`config.mk`:
```
export PLATFORM = sky130hd
export DESIGN_NAME = rx_frame_writer_flat
export DESIGN_NICKNAME = d
export VERILOG_FILES = /design/src/hdl/rx_pkg.sv /design/src/hdl/rx_frame_if.sv /design/src/hdl/rx_frame_writer.sv /design/src/flat_wrapper.sv
export SDC_FILE = /design/constraint.sdc
export NUM_CORES = 1
export LEC_CHECK = 0
export ABC_AREA = 1
export BUFFER_PORTS_ARGS = -buffer_cell sky130_fd_sc_hd__buf_4
export CAP_MARGIN = 20
export CORE_UTILIZATION = 35
export CTS_BUF_LIST = sky130_fd_sc_hd__clkbuf_8
export CTS_CLUSTER_DIAMETER = 200
export DETAILED_ROUTE_END_ITERATION = 12
export MAX_ROUTING_LAYER = met4
export SETUP_SLACK_MARGIN = 0.2
export SYNTH_ARGS = -nofsm -noshare
export SYNTH_HDL_FRONTEND = slang
export SYNTH_SLANG_ARGS = --single-unit
```
`constraint.sdc`:
```
create_clock -name clk -period 2.05 [get_ports clk]
set_clock_uncertainty 0.1 [all_clocks]
set_input_delay 0.3075 -clock clk [delete_from_list [all_inputs] [get_ports clk]]
set_output_delay 0.3075 -clock clk [all_outputs]
set_load 0.05 [all_outputs]
```
`src/hdl/rx_pkg.sv`:
```
// rx buffer package
// geometry of the receive frame buffer, the index entry layout
// and the CRC-16 constants shared by the frame writer and the testbench

package rx_pkg;

    // buffer geometry
    localparam int IDX_WIDTH   = 6;                      // 64 slots
    localparam int BUF_WIDTH   = 11;                     // 2048 bytes
    localparam int BLK_WIDTH   = BUF_WIDTH - IDX_WIDTH;  // 32 bytes per slot
    localparam int FRAG_WIDTH  = 8 - BLK_WIDTH;          // up to 8 slots per frame
    localparam int SLOT_COUNT  = 2 ** IDX_WIDTH;
    localparam int WADDR_WIDTH = BUF_WIDTH - 2;          // 32-bit word address

    // one entry per stored frame, kept at the frame's first slot
    typedef struct packed {
        logic [FRAG_WIDTH-1:0] frag_amount;  // extra slots after the first
        logic [7:0]            len;          // frame length incl. crc, minus one
    } idx_entry_t;

    // CRC-16, modbus flavour, reflected
    localparam logic [15:0] CRC_INIT = 16'hFFFF;
    localparam logic [15:0] CRC_POLY = 16'hA001;

endpackage
```
`src/hdl/rx_frame_if.sv`:
```
// rx frame write interface
// byte writes, frame length and error, and the frame switch
// from the frame writer into the frame buffer

`timescale 1ns/100ps

interface rx_frame_if;

    logic [7:0] wr_byte;      // received byte
    logic [7:0] wr_addr;      // byte offset within the frame
    logic       wr_en;        // one strobe per byte
    logic       wr_err;       // valid with switch
    logic [7:0] wr_len;       // valid with switch
    logic       switch;       // pulse after the last byte
    logic       switch_fail;  // frame could not be stored

    modport writer (
        output wr_byte, wr_addr, wr_en, wr_err, wr_len, switch,
        input  switch_fail
    );

    modport buffer (
        input  wr_byte, wr_addr, wr_en, wr_err, wr_len, switch,
        output switch_fail
    );

endinterface

```
`src/hdl/rx_frame_writer.sv`:
```
// rx frame writer
// turns the received byte stream into buffer writes, counts the frame
// length, checks the CRC-16 and issues the frame switch at frame end

`timescale 1ns/100ps

module rx_frame_writer (
    input  logic          clk,
    input  logic          reset_n,
    input  logic [7:0]    rx_byte,
    input  logic          rx_byte_valid,
    input  logic          rx_frame_end,
    rx_frame_if.writer    wr
);

    logic [8:0]  byte_cnt;   // 0 .. 256
    logic [15:0] crc;
    logic        overflow;   // bytes beyond 256 were dropped
    logic        byte_take;

    // one byte through the reflected polynomial, lsb first
    function automatic logic [15:0] crc_step(input logic [15:0] crc_in,
                                             input logic [7:0]  data);
        logic [15:0] c;
        c = crc_in ^ {8'h00, data};
        for (int i = 0; i < 8; i++) begin
            if (c[0]) begin
                c = (c >> 1) ^ rx_pkg::CRC_POLY;
            end else begin
                c = c >> 1;
            end
        end
        return c;
    endfunction

    assign byte_take = rx_byte_valid && !byte_cnt[8];  // room left in the frame

    // byte counter, crc and overflow tracking
    always_ff @(posedge clk or negedge reset_n) begin
        if (!reset_n) begin
            byte_cnt <= '0;
            crc      <= rx_pkg::CRC_INIT;
            overflow <= 1'b0;
        end else if (rx_frame_end) begin
            byte_cnt <= '0;
            crc      <= rx_pkg::CRC_INIT;
            overflow <= 1'b0;
        end else if (rx_byte_valid) begin
            if (byte_take) begin
                byte_cnt <= byte_cnt + 9'd1;
                crc      <= crc_step(crc, rx_byte);
            end else begin
                overflow <= 1'b1;
            end
        end
    end

    // payload copy, qualified by wr_en
    always_ff @(posedge clk) begin
        if (byte_take) begin
            wr.wr_byte <= rx_byte;
        end
    end

    always_ff @(posedge clk or negedge reset_n) begin
        if (!reset_n) begin
            wr.wr_en   <= 1'b0;
            wr.wr_addr <= '0;
            wr.switch  <= 1'b0;
            wr.wr_err  <= 1'b0;
            wr.wr_len  <= '0;
        end else begin
            wr.wr_en  <= byte_take;
            wr.switch <= rx_frame_end && (byte_cnt != 9'd0);  // empty frames vanish
            if (byte_take) begin
                wr.wr_addr <= byte_cnt[7:0];
            end
            if (rx_frame_end) begin
                wr.wr_len <= 8'(byte_cnt - 9'd1);        // 256 bytes gives 255
                wr.wr_err <= (crc != 16'h0000) || overflow;  // good frame leaves zero residue
            end
        end
    end

    // the line receiver never ends a frame on a data byte
    a_no_byte_at_end: assert property (
        @(posedge clk) disable iff (!reset_n)
        !(rx_byte_valid && rx_frame_end)
    );

endmodule

```
`src/flat_wrapper.sv`:
```
// flat-port wrapper written by rule: the top's interface ports become plain ports
module rx_frame_writer_flat 
  (clk, reset_n, rx_byte, rx_byte_valid, rx_frame_end, wr_wr_byte, wr_wr_addr, wr_wr_en, wr_wr_err, wr_wr_len, wr_switch, wr_switch_fail);
  rx_frame_if wr_i ();
  input  logic clk;
  input  logic reset_n;
  input  logic [7:0] rx_byte;
  input  logic rx_byte_valid;
  input  logic rx_frame_end;
  output wire logic [$bits(wr_i.wr_byte)-1:0] wr_wr_byte;
  output wire logic [$bits(wr_i.wr_addr)-1:0] wr_wr_addr;
  output wire logic [$bits(wr_i.wr_en)-1:0] wr_wr_en;
  output wire logic [$bits(wr_i.wr_err)-1:0] wr_wr_err;
  output wire logic [$bits(wr_i.wr_len)-1:0] wr_wr_len;
  output wire logic [$bits(wr_i.switch)-1:0] wr_switch;
  input wire logic [$bits(wr_i.switch_fail)-1:0] wr_switch_fail;
  assign wr_wr_byte = wr_i.wr_byte;
  assign wr_wr_addr = wr_i.wr_addr;
  assign wr_wr_en = wr_i.wr_en;
  assign wr_wr_err = wr_i.wr_err;
  assign wr_wr_len = wr_i.wr_len;
  assign wr_switch = wr_i.switch;
  assign wr_i.switch_fail = wr_switch_fail;
  rx_frame_writer u_core (.clk(clk), .reset_n(reset_n), .rx_byte(rx_byte), .rx_byte_valid(rx_byte_valid), .rx_frame_end(rx_frame_end), .wr(wr_i));
endmodule
```
==> summary.txt, run 1 <==
Run status
  • Status: completed

Timing
  • Final period util: 0.849
  • Maximum frequency from static timing analysis: 0.574 GHz
  • Max-Slew Margin vs Limit: 0.620
  • Pin slew with the least headroom to its limit: 0.571 ns
  • RSZ-0062 raised after global routing: no
  • Fin. Hold Viols: 0
  • Clock period minus final worst setup slack: 1.74 ns
  • Final total negative setup slack: 0 ns
  • Final Slew Violations: 0
  • Setup Viol. Count Final: 0

Route
  • Wire length after detailed routing: 5.84 mm
  • Average routed wire per standard cell: between 10 and 15 um
  • Count of vias placed by the detailed router: 2,138
  • Detailed-router iteration count before antenna repair: 4
  • Remaining design rule violation count: 0
  • DRT iter0 DRCs: 151
  • Post-detailed-route via-to-cell ratio: 4.76
  • Post-route antenna net violation count: 0

Pwr
  • Switching power share of the total: 0.338
  • Comb power frac: 0.256
  • Portion of total power attributed to the clock network: 0.242
  • Reg power frac: 0.502
  • Pwr Density: 750 nW/um^2
  • Largest voltage drop on the vdd net: 0.000479 V
  • Leakage Power: 1.56 nW
  • Switching power of the nets: 0.000820 W
  • Cell Int Power: around 0.0016 W
  • Overall Power: 0.00242 W

Setup path
  • Required time of the critical path: about 2.2 ns
  • Category of the critical setup timing path: reg2reg
  • Master of the slowest instance on the critical path: sky130_fd_sc_hd__dfstp_2
  • CP arrival: about 1.9 ns
  • CP dominant cell by count: sky130_fd_sc_hd__nand2_1
  • Sequence of cells on the critical path: inv_2 -> nand2_1 -> nand2_1 -> nand2_1 -> nand2_2 -> inv_2 -> nand2_4 -> nand2_2 -> nand2_4 -> nand2_4 -> nand2_1 -> nand3_1 -> nand3_1 -> nand2_1 -> inv_1
  • Flop2flop setup slack: 0.31 ns
  • Maximum fanout along the worst path: 4
  • Kind of end point of the critical path: flop
  • Maximum single-stage delay on the critical path: 0.55 ns
  • Critical path launch point type: flop

Floorplan
  • Number of core rows: 31
  • Number of top-level design ports: 40
  • Vertical die dimension: 88.1 um
  • Die Outline Area: a little under 8000 sq um
  • Starting utilization of the core area: 0.360
  • Floorplan Core Area: 7210 sq um
  • Die boundary width: about 88 um

Yosys
  • Cell types with the highest counts after synthesis: 70 x sky130_fd_sc_hd__nand2_1, 44 x sky130_fd_sc_hd__inv_1, 29 x sky130_fd_sc_hd__dfrtp_1, 26 x sky130_fd_sc_hd__o21ai_0, 22 x sky130_fd_sc_hd__nor2_1
  • Synthesized Nets: 315
  • Sequential fraction of the synthesis area: 0.534
  • Share of flip-flops with an asynchronous set or reset: 0.849
  • Warnings, synthesis: 0
  • Number of enable-type register cells in the synthesized netlist: 8
  • Top area cells in the synthesized netlist: sky130_fd_sc_hd__dfrtp_1 28%, sky130_fd_sc_hd__dfstp_2 16%, sky130_fd_sc_hd__nand2_1 10%
  • #FFs+latches synth: between 50 and 60
  • Mapped Area: 2600 sq um
  • Area share of the largest cell type after synthesis: 0.280
  • Mapped Cells: 299
  • Cell type with the largest total area after synthesis: sky130_fd_sc_hd__dfrtp_1
  • Distinct cell type count after synthesis: 32
  • Most instantiated flip-flop cell in the synthesis netlist: sky130_fd_sc_hd__dfrtp_1
  • Avg Inst Size Synth: 8.68 sq um
  • Top-count cell post-synth: sky130_fd_sc_hd__nand2_1

Clock tree
  • Buffer type at the clock tree root: sky130_fd_sc_hd__clkbuf_8
  • Clock latency on the worst-skew pair: between 0.3 and 0.4 ns
  • Maximum count of clock buffers along a single path: 2
  • CTS Sinks: 53
  • Number of buffers inserted during clock tree synthesis: 5
  • Clock transition at the registers of the reported paths: 0.10 ns
  • Max H-tree Level: 2
  • CTS tree: built

Cells and area
  • Layout Cell Area excl Fill: 3230 sq um
  • Fraction of final layout cells with drive strength greater than 1: 0.337
  • Number of antenna cells inserted: 0
  • Final standard cell count with taps included and fillers excluded: 449
  • Fill cell total of the finished layout: approximately 750
  • Layout area overhead: 24.5%
  • Multi-input gate area: around 1100 sq um
  • Combined flip-flop and latch cell area: about 1400 sq um
  • Nets: 365

Global route
  • Vias in the first global route: about 2,000
  • Maximum number of pins on one net before global-route repair: between 40 and 50
  • Total Routing Usage GR: 0.167
  • Global-route congestion overflow total: 0
  • Number of antenna violations at the first check in global routing: 0
  • First-pass GRT wire length: 9.58 mm

Worst hold path
  • Type of the most critical hold path: in2reg

Place
  • Cell area reported after detailed placement: 3000 sq um
  • Dpl cells: around 430
  • Quantity of I/O buffers inserted on ports: 38
  • Sum of net half-perimeters after detailed placement: between 4 and 5 mm
  • Final RePlAce weighted congestion: 0.799

Job
  • Number of violations of the max-capacitance limit: 0
flip-flops by register name (all words and copies together) (netlist names):
| register | count |
|---|---|
| u_core.crc | 16 |
| u_core.wr.wr_len | 8 |
| u_core.overflow | 1 |
| u_core.wr.wr_en | 1 |
| u_core.wr.wr_addr | 8 |
| u_core.byte_cnt | 9 |
| u_core.wr.wr_err | 1 |
| u_core.wr.wr_byte | 8 |
| u_core.wr.switch | 1 |
kinds of logic after synthesis:
kind of cell / share of synthesized area
AND/OR/NAND/NOR: 0.225
flip-flops: 0.534
AO/OA/AOI/OAI: 0.115
buffers and inverters: 0.0858
XOR/XNOR: 0.0265
adder cells (fa/ha/maj): 0.0145
power groups by stage:
stage	Combinational [W]	Sequential, W	Clock (W)
CTS	0.000560	0.00122	0.000598
floorplan	0.000253	0.00137	0
global placement	0.000547	0.00124	0
detailed placement	0.000558	0.00124	0
finish	0.000620	0.00122	0.000587
global route	0.000675	0.00123	0.000642
timing repair:
item	CTS	global route
endpoints found under the setup margin	0	15
gates resized for setup	0	30
endpoints found under the hold margin	29	0
setup buffers	0	8
hold buffers	1	0
layout make-up:
class	count	share of cell area
sequential	53	0.429
multi-input combinational	188	0.330
timing repair buffer	50	0.117
inverter	51	0.0604
tap	99	0.0383
clock buffer	5	0.0213
clock inverter	3	0.00426
stage by stage:
step | util | setup WS, ns | hold slack, ns
final | 0.448 | 0.309 | 0.0885
after global routing | 0.448 | 0.183 | 0.0847
after CTS | 0.428 | 0.230 | 0.0820
after detailed placement | 0.415 | 0.225 | 0.248
after global placement | 0.415 | 0.263 | 0.249
after floorplan | - | 0.474 | -0.0881
worst max-delay path: cells and delay by family (launching register included):
kind,cells,cell delay (ns)
DFF,1,0.55
and+or+nand+nor,12,0.84
buffers and inverters,3,0.16
path summary, 6_finish.rpt:
check,cells after the start,endpoint,from
min in group asynchronous,2,u_core.wr.wr_addr[5]$_DFFE_PN0P_,reset_n
setup / recovery,15,u_core.crc[0]$_DFFE_PN1P_,u_core.crc[0]$_DFFE_PN1P_
hold / removal,1,u_core.wr.wr_byte[5]$_DFFE_PP_,rx_byte[5]
hold reg to reg,2,u_core.wr.wr_len[0]$_DFFE_PN0P_,u_core.wr.wr_len[0]$_DFFE_PN0P_
max in group asynchronous,2,u_core.crc[7]$_DFFE_PN1P_,reset_n
setup reg to reg,15,u_core.crc[0]$_DFFE_PN1P_,u_core.crc[0]$_DFFE_PN1P_
cell usage in the layout (no fill, tap or decap), types with 2 or more instances in the layout:
| cell type | n |
|---|---|
| sky130_fd_sc_hd__xor2_1 | 2 |
| sky130_fd_sc_hd__inv_2 | 11 |
| sky130_fd_sc_hd__o22ai_1 | 8 |
| sky130_fd_sc_hd__nor3_1 | 5 |
| sky130_fd_sc_hd__edfxtp_1 | 8 |
| sky130_fd_sc_hd__a31oi_1 | 4 |
| sky130_fd_sc_hd__buf_4 | 49 |
| sky130_fd_sc_hd__dfstp_2 | 16 |
| sky130_fd_sc_hd__inv_1 | 41 |
| sky130_fd_sc_hd__o21ai_0 | 26 |
| sky130_fd_sc_hd__clkbuf_8 | 5 |
| sky130_fd_sc_hd__nand4_1 | 2 |
| sky130_fd_sc_hd__nand2_4 | 5 |
| sky130_fd_sc_hd__nand2_1 | 51 |
| sky130_fd_sc_hd__nor4_1 | 2 |
| sky130_fd_sc_hd__xnor2_1 | 4 |
| sky130_fd_sc_hd__a22oi_1 | 4 |
| sky130_fd_sc_hd__nor3_4 | 2 |
| sky130_fd_sc_hd__nand3_2 | 3 |
| sky130_fd_sc_hd__ha_1 | 3 |
| sky130_fd_sc_hd__nor2_1 | 22 |
| sky130_fd_sc_hd__dfrtp_1 | 29 |
| sky130_fd_sc_hd__nand2_2 | 20 |
| sky130_fd_sc_hd__a21oi_1 | 6 |
| sky130_fd_sc_hd__nand3_1 | 12 |
per-layer routing:
metal  vias up  track usage  share of wire
met5         -            -              0
li1       1065            -              -
met3         8       0.0368          0.035
met2        38        0.252           0.46
met4         0       0.0455          0.011
met1      1027        0.228           0.49
Power figures use the tool's default switching activity.
==> run 2: changes to the inputs <==
clock period = 1.5 ns   (was 2.05 ns; I/O delays follow)
==> run 2 against run 1 <==
  * The flow now finishes with violations (negative setup slack)
  * Combinational power rose by 100%
  * Critical path depth unchanged
  * Setup slack lost 0.52 ns
  * Clock power increased by 53%
  * Sequential cell count is the same
  * Cell area increased by 31%
  * Fmax increased by 1.5%
  * Register-to-register slack lost 0.52 ns
  * Utilization increased by 14 points
  * Critical path type unchanged
  * Critical endpoint unchanged
==> summary.txt, run 2 (synthesis gave the netlist of run 1 again) <==
Setup path
  • Category of the critical setup timing path: reg2reg (unchanged)
  • FF-to-FF path depth: 15 (unchanged)
  • CP Capture Point: u_core.crc[0]$_DFFE_PN1P_ (unchanged)
  • Maximum fanout along the worst path: 4 (unchanged)
  • Critical path launch point type: flop (unchanged)
  • Startpoint of the worst-slack reg-to-reg timing path: u_core.crc[5]$_DFFE_PN1P_ (was u_core.crc[0]$_DFFE_PN1P_)
  • Buf+Inv Stages, Crit Path: 3 (unchanged)
  • Crit Reg-Reg Endpoint: u_core.crc[0]$_DFFE_PN1P_ (unchanged)
  • Maximum single-stage delay on the critical path: 0.56 ns (was 0.55 ns)
  • Required time of the critical path: 1.66 ns (was 2.20 ns)
  • Critical Path Start: u_core.crc[5]$_DFFE_PN1P_ (was u_core.crc[0]$_DFFE_PN1P_)
  • Kind of end point of the critical path: flop (unchanged)
  • Cell class contributing the biggest share of worst-path delay: simple AND/OR/NAND/NOR gates (unchanged)
  • CP dominant cell by count: sky130_fd_sc_hd__nand2_4 (was sky130_fd_sc_hd__nand2_1)
  • Count of cell instances traversed by the critical path: 15 (unchanged)
  • Flop2flop setup slack: -0.22 ns (was 0.31 ns)
  • CP arrival: 1.87 ns (was 1.89 ns)
  • Master of the slowest instance on the critical path: sky130_fd_sc_hd__dfstp_2 (unchanged)
  • Sequence of cells on the critical path: inv_2 -> nand2_2 -> nand2_4 -> inv_4 -> nand2_2 -> nand2_2 -> nand2_4 -> nand2_4 -> nand2_4 -> nand2_4 -> nand2_2 -> nand3_2 -> nand3_2 -> nand2_1 -> inv_1 (was inv_2 -> nand2_1 -> nand2_1 -> nand2_1 -> nand2_2 -> inv_2 -> nand2_4 -> nand2_2 -> nand2_4 -> nand2_4 -> nand2_1 -> nand3_1 -> nand3_1 -> nand2_1 -> inv_1)

Global route
  • Number of antenna violations at the first check in global routing: 0 (unchanged)
  • Global-route congestion overflow total: 0 (unchanged)
  • Maximum number of pins on one net before global-route repair: 46 (unchanged)
  • Vias in the first global route: 2,354 (was 1,997)
  • Total Routing Usage GR: 0.196 (was 0.167)
  • First-pass GRT wire length: 11.1 mm (was 9.58 mm)

Route
  • Post-route antenna net violation count: 0 (unchanged)
  • Wire length after detailed routing: 7.62 mm (was 5.84 mm)
  • Average routed wire per standard cell: 14.7 um (was 13.0 um)
  • DRT iter0 DRCs: 131 (was 151)
  • Detailed-router iteration count before antenna repair: 4 (unchanged)
  • Post-detailed-route via-to-cell ratio: 4.91 (was 4.76)
  • Remaining design rule violation count: 0 (unchanged)
  • Count of vias placed by the detailed router: 2,537 (was 2,138)

Pwr
  • Overall Power: 0.00385 W (was 0.00242 W)
  • Pwr Density: 908 nW/um^2 (was 750 nW/um^2)
  • Leakage Power: 2.03 nW (was 1.56 nW)
  • Largest voltage drop on the vdd net: 0.000357 V (was 0.000479 V)

Floorplan
  • Number of core rows: 31 (unchanged)
  • Number of top-level design ports: 40 (unchanged)
  • Vertical die dimension: 88.1 um (unchanged)
  • Die boundary width: 88.1 um (unchanged)
  • Die Outline Area: 7770 sq um (unchanged)
  • Floorplan Core Area: 7210 sq um (unchanged)
  • Starting utilization of the core area: 0.360 (unchanged)

Run status
  • Violations in the final reports: negative setup slack
  • Status: finished with violations (was completed)

Cells and area
  • Fraction of final layout cells with drive strength greater than 1: 0.610 (was 0.337)
  • Register with the most flip-flops: u_core.crc (unchanged)
  • Commonest cells after routing, fill and taps aside: 98 x sky130_fd_sc_hd__buf_4, 35 x sky130_fd_sc_hd__nand2_1, 31 x sky130_fd_sc_hd__inv_1 (was 51 x sky130_fd_sc_hd__nand2_1, 49 x sky130_fd_sc_hd__buf_4, 41 x sky130_fd_sc_hd__inv_1)
  • Nets: 433 (was 365)
  • Fill cell total of the finished layout: 584 (was 753)
  • Number of antenna cells inserted: 0 (unchanged)
  • Layout area overhead: 63.2% (was 24.5%)
  • Commonest non-fill, non-tap cell in the layout: sky130_fd_sc_hd__buf_4 (was sky130_fd_sc_hd__nand2_1)
  • Max reg flops: 16 (unchanged)
  • Largest registers: u_core.crc (16), u_core.byte_cnt (9) (unchanged)

Timing
  • Final Slew Violations: 0 (unchanged)
  • Setup Viol. Count Final: 6 (was 0)
  • Worst path setup slack after routing: -0.215 ns (was 0.309 ns)
  • Final total negative setup slack: -0.933 ns (was 0 ns)
  • Post-Route Hold Slack: 0.00133 ns (was 0.0885 ns)
  • Final period util: 1.14 (was 0.849)
  • Maximum frequency from static timing analysis: 0.583 GHz (was 0.574 GHz)
  • Pin slew with the least headroom to its limit: 0.576 ns (was 0.571 ns)
  • Max-Slew Margin vs Limit: 0.616 (was 0.620)
  • RSZ-0062 raised after global routing: yes (was no)
  • Fin. Hold Viols: 0 (unchanged)
  • Clock period minus final worst setup slack: 1.72 ns (was 1.74 ns)

Job
  • Number of violations of the max-capacitance limit: 0 (unchanged)

Clock tree
  • Clock transition at the registers of the reported paths: 0.10 ns (about the same)
  • CTS Sinks: 53 (unchanged)
  • Number of buffers inserted during clock tree synthesis: 5 (unchanged)
  • Max H-tree Level: 2 (unchanged)
  • CTS tree: built (unchanged)
  • Buffer type at the clock tree root: sky130_fd_sc_hd__clkbuf_8 (unchanged)
  • Clock latency on the worst-skew pair: 0.32 ns (was 0.31 ns)
  • Maximum count of clock buffers along a single path: 2 (unchanged)

Place
  • Final RePlAce weighted congestion: 0.823 (was 0.799)
  • Sum of net half-perimeters after detailed placement: 4.34 mm (was 4.15 mm)
  • Quantity of I/O buffers inserted on ports: 38 (unchanged)
  • Post-place setup slack: -0.166 ns (was 0.225 ns)

Worst hold path
  • Type of the most critical hold path: in2reg (unchanged)
==> run 2: worst reg2reg max path, cell delays in order, from the launching register on <==
cell and delay, ns:
sky130_fd_sc_hd__dfstp_2 0.56, sky130_fd_sc_hd__inv_2 0.04, sky130_fd_sc_hd__nand2_2 0.07, sky130_fd_sc_hd__nand2_4 0.08
sky130_fd_sc_hd__inv_4 0.08, sky130_fd_sc_hd__nand2_2 0.05, sky130_fd_sc_hd__nand2_2 0.09, sky130_fd_sc_hd__nand2_4 0.08
sky130_fd_sc_hd__nand2_4 0.08, sky130_fd_sc_hd__nand2_4 0.06, sky130_fd_sc_hd__nand2_4 0.07, sky130_fd_sc_hd__nand2_2 0.05
sky130_fd_sc_hd__nand3_2 0.08, sky130_fd_sc_hd__nand3_2 0.06, sky130_fd_sc_hd__nand2_1 0.06, sky130_fd_sc_hd__inv_1 0.03
==> run 2: power breakdown <==
part           internal (W)  total [W]  switching, W
Clock              0.000418   0.000896      0.000478
Sequential          0.00159    0.00168     0.0000849
Combinational      0.000538    0.00127      0.000736
Total               0.00255    0.00385       0.00130
==> run 2: timing repair <==
action | in CTS | in global routing
hold buffers | 1 | 1
buffers inserted | 27 | 17
gates resized for setup | 69 | 77
pin swaps | 33 | 48
cloned | 0 | 1
hold endpoints to repair | 29 | 1
endpoints found under the setup margin | 22 | 31
==> run 2: cell type report <==
cell class,instances,area (sq um),share of cell area
multi-input combinational,188,1450,0.342
clock inverter,1,5.00,0.00118
inverter,51,213,0.0502
clock buffer,7,96.3,0.0227
timing repair buffer,118,958,0.226
sequential,53,1390,0.328
tap,99,124,0.0292
==> run 2: worst min-delay path by stage <==
stage               startpoint                             end  cells after the start
floorplan              reset_n  u_core.byte_cnt[0]$_DFFE_PN0P_                      0
detailed placement     reset_n    u_core.wr.wr_err$_DFFE_PN0P_                      1
CTS                 rx_byte[5]  u_core.wr.wr_byte[5]$_DFFE_PP_                      1
finish              rx_byte[5]  u_core.wr.wr_byte[5]$_DFFE_PP_                      1
global route        rx_byte[5]  u_core.wr.wr_byte[5]$_DFFE_PP_                      1
global placement       reset_n    u_core.wr.wr_err$_DFFE_PN0P_                      1
==> run 2: per-layer routing <==
metal  share of wire  track usage
met5               0            -
met3           0.049       0.0405
met1            0.42        0.261
met4           0.027       0.0660
met2            0.50        0.297
==> run 2: per-stage QoR <==
stage	utilization	area, sq um	cells
2_1_floorplan	-	2620	299
3_3_place_gp	0.450	3240	462
3_5_place_dp	0.450	3240	462
4_1_cts	0.525	3790	498
5_1_grt	0.587	4240	517
6_report	0.587	4240	517
